`src/design/firmware.hex`:
```
// one 32-bit instruction word per line, word 0 first
1740006F
00000013
00000013
00000013
00000013
00000013
00000013
00000013
00000013
00000013
00000013
00000013
00000013
00000013
00000013
00000013
```
`src/design/soc_mem_pkg.sv`:
```
package soc_mem_pkg;

	// bus widths
	localparam int ADDR_W = 32;
	localparam int DATA_W = 32;
	localparam int STRB_W = DATA_W / 8;

	// the region code is the top twelve address bits
	localparam int REGION_W = 12;
	localparam int REGION_LSB = ADDR_W - REGION_W;

	// firmware RAM geometry
	localparam int FW_WORDS = 512;
	localparam int FW_INDEX_W = $clog2(FW_WORDS);
	localparam int FW_INDEX_LSB = 2;

	typedef logic [ADDR_W-1:0] addr_t;
	typedef logic [DATA_W-1:0] word_t;
	typedef logic [STRB_W-1:0] strb_t;
	typedef logic [REGION_W-1:0] region_t;
	typedef logic [FW_INDEX_W-1:0] fw_index_t;

	// address map
	localparam region_t REGION_FW = 12'h000;
	localparam region_t REGION_REG = 12'h800;

	// preload image for the firmware RAM
	localparam string FW_IMAGE = "/design/src/design/firmware.hex";

	// request from the host, a nonzero strobe marks a write
	typedef struct packed {
		logic valid;
		logic instr;
		addr_t addr;
		word_t wdata;
		strb_t wstrb;
	} mem_req_t;

	// response back to the host
	typedef struct packed {
		logic ready;
		word_t rdata;
	} mem_rsp_t;

	// RAM write step
	typedef enum logic [0:0] {
		FW_IDLE,
		FW_MERGE
	} fw_state_t;

	function automatic region_t region_of(addr_t addr);
		return addr[REGION_LSB +: REGION_W];
	endfunction

	// word index inside the RAM, upper bits alias every 2 KB
	function automatic fw_index_t fw_index_of(addr_t addr);
		return addr[FW_INDEX_LSB +: FW_INDEX_W];
	endfunction

	function automatic logic is_write(mem_req_t req);
		return req.wstrb != '0;
	endfunction

	// take each byte from new_data where its strobe is set, else keep old_word
	function automatic word_t merge_bytes(word_t new_data, strb_t strb, word_t old_word);
		word_t merged;
		for (int i = 0; i < STRB_W; i++)
		begin
			merged[8*i +: 8] = strb[i] ? new_data[8*i +: 8] : old_word[8*i +: 8];
		end
		return merged;
	endfunction

endpackage

```
`src/design/bus_decoder.sv`:
```
`timescale 1ns/1ps

module bus_decoder
(
	input soc_mem_pkg::mem_req_t i_req,
	output soc_mem_pkg::mem_req_t o_fw_req,
	output soc_mem_pkg::mem_req_t o_reg_req,
	input soc_mem_pkg::mem_rsp_t i_fw_rsp,
	input soc_mem_pkg::mem_rsp_t i_reg_rsp,
	output soc_mem_pkg::mem_rsp_t o_rsp
);
	import soc_mem_pkg::*;

	region_t region;
	logic sel_fw;
	logic sel_reg;

	// region match, at most one of these is set
	assign region = region_of(i_req.addr);
	assign sel_fw = region == REGION_FW;
	assign sel_reg = region == REGION_REG;

	// request fan out
	always_comb
	begin
		o_fw_req = i_req;
		o_fw_req.valid = i_req.valid && sel_fw;

		o_reg_req = i_req;
		o_reg_req.valid = i_req.valid && sel_reg;
	end

	// response select
	// an unmapped address never sees ready, the host has to give up on its own
	always_comb
	begin
		o_rsp = '0;
		if (sel_fw)
		begin
			o_rsp = i_fw_rsp;
		end
		else if (sel_reg)
		begin
			o_rsp = i_reg_rsp;
		end
	end

endmodule

```
`config.mk`:
```
export PLATFORM = sky130hd
export DESIGN_NAME = bus_decoder
export DESIGN_NICKNAME = d
export VERILOG_FILES = /design/src/design/soc_mem_pkg.sv /design/src/design/bus_decoder.sv
export SDC_FILE = /design/constraint.sdc
export NUM_CORES = 1
export LEC_CHECK = 0
export ABC_AREA = 1
export BUFFER_PORTS_ARGS = -buffer_cell sky130_fd_sc_hd__buf_2
export CORE_AREA = 2 2 119 121
export DETAILED_ROUTE_END_ITERATION = 8
export DIE_AREA = 0 0 121 123
export GPL_ROUTABILITY_DRIVEN = 0
export PLACE_DENSITY = 0.45
export SETUP_SLACK_MARGIN = 0.5
export SYNTH_ARGS = -nofsm -noshare
export SYNTH_HDL_FRONTEND = slang
export SYNTH_SLANG_ARGS = --single-unit
```
`constraint.sdc`:
```
create_clock -name vclk -period 1.31
set_input_delay 0.0655 -clock vclk [all_inputs]
set_output_delay 0.0655 -clock vclk [all_outputs]
set_load 0.03 [all_outputs]
```
# Word level (Yosys, flattened, before mapping)
# Index checks and enable logic that the tools add are counted.
# word_totals
register_bits	0
out_inout_bits	173
word_cells	6
# op_classes
n_eq_ne	1
mux	2
reduce_logical	3
# op_table
operator	count
2-to-1 mux 33 bit	2
== test 12 bit (second input constant)	1
zero test 12 bit	1
logical AND 1 bit	2

# Depth between registers and ports, before layout
# Gate-level depths: netlist (run 1).
# logic_depth
ltp_word	3
depth_mapped	7
ltp_nobuf	5

# Least setup slack after synthesis (run 1)
# No wires, ideal clock.
# synth_timing
kind	in2out
start	input i_req[65] (netlist name)
end	output o_reg_req[69] (netlist name)
arrival_time_ns	1.032
t_required_ns	1.245
path_slack_ns	0.213
stages	6
n_path_buf	1
path_cell_list	nor2_2 -> nand2_2 -> nor2_4 -> buf_6 -> nand2_1 -> nor2_1
# synth_rtl
item	line_no	source
start, declared	bus_decoder.sv:5	input soc_mem_pkg::mem_req_t i_req,
end, declared	bus_decoder.sv:7	output soc_mem_pkg::mem_req_t o_reg_req,

==> flow_metrics.env, run 1 <==
export IMPL_fp_row_count=43
export IMPL_startpoint_type="input port"
export IMPL_viasPerCell=3.616
export IMPL_finalPower_uw=448.5
export IMPL_first_pass_iters=4
export IMPL_clkbuf_count=0
export IMPL_rsz0062_at_grt="true"
export IMPL_drv_cap=0
export IMPL_yosys_warnings=0
export IMPL_crit_path_end_kind="output pin"
export IMPL_leakage_uw=0.001249
export IMPL_timing_final_crit_share=0.9072
export IMPL_antenna_cells=0
export IMPL_grt_pass1_wl_um=8680
export IMPL_synth_cell_types=13
export IMPL_numPortBuffers=138
export IMPL_post_route_util=0.2303
export IMPL_fmax_mhz=841.5
export IMPL_worstPathArrival_ns=1.12
export IMPL_seq_cells=0
export IMPL_tns_ns=0
export IMPL_start_util=0.1325
export IMPL_critPathMaxFanout=8
export IMPL_worst_hold_slack_ns=0.1310
export IMPL_grt_pass1_vias=1603
export IMPL_slew_violations=0
export IMPL_antenna_found_initial=0
export IMPL_outcome="complete, no violations"
export IMPL_wire_per_inst_um=16.29
export IMPL_mostFrequentLayoutCell="buf_2"
export IMPL_setup_violations=0
export IMPL_powerDensity_nw_per_um2=143.1
export IMPL_regArea_um2=0
export IMPL_synth_net_count=404
export IMPL_crit_type="input port to output pin"
export IMPL_worst_endpoint_required_ns=1.24
export IMPL_dr_total_vias=1685
export IMPL_pin_count=309
export IMPL_dp_hpwl_um=4241
export IMPL_slew_headroom=0.8876
export IMPL_hold_buffers=0
export IMPL_hold_viol_final=0
export IMPL_synth_area_per_cell_um2=6.728
export IMPL_route_final_wire_length_um=7590
export IMPL_instances_no_fill=466
export IMPL_final_cell_mix="buf_2 (93), buf_6 (48), nand3_2 (36), nand3_4 (27), nand2_4 (22)"
export IMPL_ant_nets=0
export IMPL_placedCellCount=442
export IMPL_seq_area_frac_synth=0
export IMPL_core_region_area_um2=13610
export IMPL_drtIter0Drc=27
export IMPL_postSynthCellCount=268
export IMPL_ys_top_cells_by_area="buf_4 (59%), nand3_1 (13%), nand3_2 (11%), nand2_1 (7.7%), buf_12 (2.2%)"
export IMPL_die_area_um2=14880
export IMPL_fin_crit_ns=1.188
export IMPL_min_path_type="input port to output pin"
export IMPL_gr_usage_all_layers=0.07519
export IMPL_grt_ovfl_total=0
export IMPL_die_w_um=121
export IMPL_area_growth_pct=73.84
export IMPL_grt_max_degree=30
export IMPL_drive_above_1_share=0.9860
export IMPL_synth_top_area_share=0.5913
export IMPL_worst_slew_pin_slew_ns=0.1684
export IMPL_netlist_area_um2=1803
export IMPL_nets=424
export IMPL_vdd_drop_max_uv=68.99
export IMPL_drc=0
export IMPL_yosys_area_top_type="buf_4"
export IMPL_die_height_um=123
==> through the flow <==
stage	instance area, um^2	setup WS, ns
2_1_floorplan	2049	0.4040
3_5_place_dp	1906	0.01225
5_1_grt	3134	0.06750
4_1_cts	2459	0.1064
6_report	3134	0.1216
3_3_place_gp	1906	0.04240
==> metal layers <==
metal  part of all wire  GRT usage
met4              0.048    0.04070
met2               0.54     0.1401
met5                  0          0
met3              0.077    0.01476
met1               0.34    0.07944
==> Yosys cell counts <==
cell type  count
buf_4        142
nor2_4         3
nor2_2         1
inv_2          1
nand3_2       20
nand2_1       37
buf_6          2
nand3_1       46
buf_12         2
buf_2          5
nand2_2        1
inv_1          2
nor2_1         6
==> where the power goes <==
part / switching (uW) / leakage (uW) / internal, uW
Combinational: 250 / 0.00125 / 199
Sequential: 0 / 0 / 0
Clock: 0 / 0 / 0
Total: 250 / 0.00125 / 199
==> logic make-up (layout without fill, tap and decap cells) <==
family | Yosys count | in the layout | share of synthesized area
buf+inv | 154 | 172 | 0.6461
simple gates | 114 | 114 | 0.3539
==> critical path, stage by stage <==
cell	delay [ns]
buf_8	0.10
nor2_4	0.09
nand2_2	0.07
nor2_4	0.14
buf_12	0.18
clkbuf_16	0.19
nand3_4	0.08
nand2_4	0.08
buf_6	0.12
==> final cells by class <==
class                           instances  area [um^2]
Timing Repair Buffer                  169         1589
Tap cell                              180        225.2
Multi-Input combinational cell        114         1309
Fill cell                            1451        10480
Inverter                                3        11.26
==> final timing paths <==
path	from	to	slack, ns	cells after the start
setup / recovery	i_req[63]	o_rsp[11]	0.12	9
hold / removal	i_req[1]	o_fw_req[1]	0.13	0
==> what timing repair did <==
action,4_1_cts,5_1_grt
resized for setup,98,84
buffers inserted,5,3
pin swaps,4,33
setup endpoints to repair,35,35
gates cloned,6,10
(Power assumes the default switching activity.)
==> run 2, diff against run 1 <==
==> constraint.sdc (replaced) <==
create_clock -name vclk -period 1.1
set_input_delay 0.055 -clock vclk [all_inputs]
set_output_delay 0.055 -clock vclk [all_outputs]
set_load 0.03 [all_outputs]
==> run 2 against run 1 <==
The run now ends with negative setup slack left. Critical endpoint is now o_rsp[32]. Sequential share of layout area stayed put. Largest cell class unchanged. First-iteration DRC count increased by 11%. Final cell count is 0.21% higher. Largest power group unchanged. Global-route usage grew 1.1 points. Wire length shrank 1.4%.
==> flow_metrics.env, run 2 (synthesis gave the netlist of run 1 again) <==
export IMPL_outcome="finished, violations left"
export IMPL_failed_checks="negative setup slack"
export IMPL_mostFrequentLayoutCell="buf_2"
export IMPL_die_area_um2=14880
export IMPL_grt_pass1_vias=1702
export IMPL_min_path_type="input port to output pin"
export IMPL_hold_buffers=0
export IMPL_setup_violations=32
export IMPL_grt_max_degree=27
export IMPL_drtIter0Drc=30
export IMPL_finalPower_uw=517.5
export IMPL_viasPerCell=3.522
export IMPL_timing_final_crit_share=1.075
export IMPL_leakage_uw=0.001237
export IMPL_swShare=0.5553
export IMPL_clkbuf_count=0
export IMPL_seqPwrFrac=0
export IMPL_worst_endpoint_required_ns=1.04
export IMPL_fp_row_count=43
export IMPL_grt_ovfl_total=0
export IMPL_crit_type="input port to output pin"
export IMPL_fin_ws_ns=-0.08243
export IMPL_tns_ns=-1.459
export IMPL_pin_count=309
export IMPL_antenna_found_initial=1
export IMPL_seq_cells=0
export IMPL_intPower_uw=230.1
export IMPL_route_final_wire_length_um=7485
export IMPL_powerDensity_nw_per_um2=171.5
export IMPL_regArea_um2=0
export IMPL_grt_pass1_wl_um=9756
export IMPL_rsz0062_at_grt="true"
export IMPL_crit_path_end="o_rsp[32]"
export IMPL_worstPathArrival_ns=1.13
export IMPL_area_growth_pct=67.38
export IMPL_ant_nets=0
export IMPL_slew_headroom=0.8511
export IMPL_combPwrFrac=1.000
export IMPL_die_w_um=121
export IMPL_fmax_mhz=845.7
export IMPL_drive_above_1_share=0.9476
export IMPL_startpoint_type="input port"
export IMPL_final_cell_mix="buf_2 (94), buf_6 (43), nand3_2 (30), nand3_4 (23), nand2_4 (22)"
export IMPL_crit_path_end_kind="output pin"
export IMPL_first_pass_iters=3
export IMPL_hold_viol_final=0
export IMPL_critPathMaxFanout=8
export IMPL_wire_per_inst_um=16.03
export IMPL_p_sw_uw=287.3
export IMPL_fin_crit_ns=1.182
export IMPL_startpoint="i_req[62]"
export IMPL_nets=424
export IMPL_core_region_area_um2=13610
export IMPL_drv_cap=0
export IMPL_gr_usage_all_layers=0.08570
export IMPL_vdd_drop_max_uv=121.3
export IMPL_die_height_um=123
export IMPL_clkPwrFrac=0
export IMPL_dr_total_vias=1645
export IMPL_dp_hpwl_um=4555
export IMPL_numPortBuffers=138
export IMPL_slew_violations=0
export IMPL_start_util=0.1325
export IMPL_worst_slew_pin_slew_ns=0.2234
export IMPL_drc=0
==> run 2: changes by cell type in the layout (fill, tap and decap cells not counted), sizes merged <==
cell | before | now
buf | 161 | 164
clkbuf | 8 | 5
diode | 0 | 1
==> run 2: through the flow <==
stage / area (um^2) / hold slack [ns] / setup WS, ns / instances / util
finish: 3018 / 0.1100 / -0.08243 / 467 / 0.2217
CTS: 2634 / 0.1103 / -0.09465 / 461 / 0.1935
global route: 3015 / 0.1100 / -0.1376 / 466 / 0.2215
detailed placement: 1931 / 0.1103 / -0.1851 / 447 / 0.1418
global placement: 1931 / 0.1103 / -0.1557 / 447 / 0.1418
floorplan: 2049 / 0.2321 / 0.2150 / 268 / -
==> run 2: worst min-delay path by stage <==
stage | to | slack (ns) | startpoint | cells after the start
after global routing | o_fw_req[8] | 0.11 | i_req[8] | 0
final | o_fw_req[38] | 0.11 | i_req[38] | 0
after global placement | o_fw_req[40] | 0.11 | i_req[40] | 0
after floorplan | o_rsp[28] | 0.23 | i_reg_rsp[28] | 2
after detailed placement | o_fw_req[40] | 0.11 | i_req[40] | 0
after CTS | o_fw_req[40] | 0.11 | i_req[40] | 0
==> run 2: worst max-delay path: stages <==
cell	delay, ns
buf_6	0.10
nor2_4	0.09
nand2_2	0.07
nor2_4	0.15
buf_12	0.18
clkbuf_16	0.18
nand3_2	0.07
nand2_2	0.09
buf_6	0.13
==> run 2: power groups by stage <==
stage	Combinational, uW	Clock, uW	Sequential, uW
6_report	517	0.000121	0
5_1_grt	549	0	0
4_1_cts	479	0	0
3_5_place_dp	396	0	0
3_3_place_gp	392	0	0
2_1_floorplan	993	0	0
==> run 2: layer usage <==
layer,wire length (um),GRT usage,up-vias
li1,-,-,768
met3,572,0.01338,43
met4,271,0.03416,0
met5,0,0,-
met1,2738,0.09889,741
met2,3903,0.1577,93
==> run 2: area by class of cell <==
class              instances  area, um^2
multi-input cells        114        1229
repair buffers           169        1550
well taps                180       225.2
fillers                 1493       10590
inverters                  3       11.26
diodes                     1       2.502
==> run 2: timing repair <==
action                                  CTS  global route
buffers inserted                          6             0
pin swaps                                 7            15
gates resized for setup                 123            46
gates cloned                              8             5
endpoints found under the setup margin   35            35
==> run 3, diff against run 2 <==
--- a/config.mk
+++ b/config.mk
@@ -11,7 +11,7 @@
 export DETAILED_ROUTE_END_ITERATION = 8
 export DIE_AREA = 0 0 121 123
 export GPL_ROUTABILITY_DRIVEN = 0
-export PLACE_DENSITY = 0.45
+export PLACE_DENSITY = 0.51
 export SETUP_SLACK_MARGIN = 0.5
 export SYNTH_ARGS = -nofsm -noshare
 export SYNTH_HDL_FRONTEND = slang
==> run 3 against run 2 <==
The run still ends with negative setup slack left. Design area fell by 6.6%. Critical path depth did not move. Non-clock buffer count fell by 5. Core utilization fell by 1.5 points. Setup slack got worse by 0.033 ns. Combinational power fell by 4.3%. Die area did not move. Power fell by 4.3%. Clock-buffer cell count did not move. Via count fell by 1.4%.
==> flow_metrics.env, run 3 (synthesis gave the netlist of run 1 again) <==
export IMPL_vdd_drop_max_uv=86.06
export IMPL_fmax_mhz=822.9
export IMPL_leakage_uw=0.001203
export IMPL_gr_usage_all_layers=0.07889
export IMPL_max_stage_delay_ns=0.17
export IMPL_grt_ovfl_total=0
export IMPL_dp_hpwl_um=4474
export IMPL_area_growth_pct=56.42
export IMPL_grt_pass1_vias=1563
export IMPL_fp_row_count=43
export IMPL_worstPathArrival_ns=1.16
export IMPL_setup_violations=34
export IMPL_timing_final_crit_share=1.105
export IMPL_drc=0
export IMPL_slew_violations=0
export IMPL_die_area_um2=14880
export IMPL_start_util=0.1325
export IMPL_place_area_um2=1948
export IMPL_outcome="finished, violations left"
export IMPL_mostFrequentLayoutCell="buf_2"
export IMPL_grt_pass1_wl_um=9149
export IMPL_hold_viol_final=0
export IMPL_numPortBuffers=138
export IMPL_rsz0062_at_grt="true"
export IMPL_final_cell_mix="buf_2 (94), buf_6 (37), nand3_1 (24), nand2_4 (23), nand3_2 (23)"
export IMPL_pin_count=309
export IMPL_slew_headroom=0.8891
export IMPL_drtIter0Drc=6
export IMPL_crit_path_top_delay_cell="buf_16"
export IMPL_critPathMaxFanout=22
export IMPL_drv_cap=0
export IMPL_fin_area_um2=2820
export IMPL_core_region_area_um2=13610
export IMPL_min_from="i_req[1]"
export IMPL_wire_per_inst_um=14.63
export IMPL_fin_crit_ns=1.215
export IMPL_finalPower_uw=495.2
export IMPL_powerDensity_nw_per_um2=175.6
export IMPL_drive_above_1_share=0.9075
export IMPL_worst_slew_pin_slew_ns=0.1662
export IMPL_seq_cells=0
export IMPL_route_final_wire_length_um=6743
export IMPL_crit_path_end_kind="output pin"
export IMPL_nets=419
export IMPL_fin_ws_ns=-0.1153
export IMPL_ant_nets=0
export IMPL_viasPerCell=3.518
export IMPL_startpoint_type="input port"
export IMPL_regArea_um2=0
export IMPL_antenna_cells=0
export IMPL_failed_checks="negative setup slack"
export IMPL_grt_max_degree=25
export IMPL_die_height_um=123
export IMPL_die_w_um=121
export IMPL_startpoint="i_req[60]"
export IMPL_min_path_type="input port to output pin"
export IMPL_worst_endpoint_required_ns=1.04
export IMPL_first_pass_iters=4
export IMPL_crit_path_cell_trace="buf_8, nor2_4, nand2_2, nor2_4, buf_12, buf_16, nand3_1, nand2_4, buf_4"
export IMPL_tns_ns=-2.625
export IMPL_dr_total_vias=1622
export IMPL_nFillCells=1522
export IMPL_antenna_found_initial=0
export IMPL_crit_path_frequent_cell="nor2_4"
export IMPL_clkbuf_count=0
export IMPL_crit_type="input port to output pin"
export IMPL_post_place_ws_ns=-0.2142
## run 3: cell types whose count changed in the layout (fill, tap and decap cells not counted), moves of 2 or more
cell / delta
buf_12: +3
buf_16: -2
buf_4: +3
buf_6: -6
clkbuf_16: -4
nand3_1: +11
nand3_2: -7
nand3_4: -4
## run 3: timing repair
| action | 4_1_cts | 5_1_grt |
|---|---|---|
| hold buffers | 0 | 0 |
| gates cloned | 6 | 2 |
| setup endpoints to repair | 35 | 35 |
| pin swaps | 17 | 18 |
| buffers inserted | 5 | 2 |
| gates resized for setup | 97 | 47 |
## run 3: power by group
part | internal [uW] | total (uW) | switching (uW) | leakage [uW]
registers | 0 | 0 | 0 | 0
logic | 221 | 495 | 274 | 0.00120
clock network | 0 | 0 | 0 | 0
total | 221 | 495 | 274 | 0.00120
## run 3: worst paths after layout
check / end / cells after the start / slack, ns
worst max-delay path: o_rsp[30] / 9 / -0.12
worst min-delay path: o_fw_req[1] / 0 / 0.11
## run 3: critical path, delay by kind of cell
kind	cells	cell delay, ns
buffers and inverters	4	0.56
and+or+nand+nor	5	0.54
## run 3: cell type report
type | count | area, um^2 | area share
well taps | 180 | 225.2 | 0.07986
repair buffers | 164 | 1435 | 0.5089
multi-input cells | 114 | 1149 | 0.4073
inverters | 3 | 11.26 | 0.003993
## run 3: metrics by stage
step | std cells | hold slack, ns | utilization
detailed placement | 446 | 0.1103 | 0.1431
global placement | 446 | 0.1103 | 0.1431
finish | 461 | 0.1100 | 0.2072
CTS | 457 | 0.1103 | 0.1856
floorplan | 268 | 0.2321 | -
global route | 461 | 0.1101 | 0.2072
## run 3: per-layer routing
layer  track usage  part of all wire
met1       0.09361              0.36
met2        0.1415              0.52
met3       0.01153             0.083
met4       0.03343             0.038
met5             0                 0
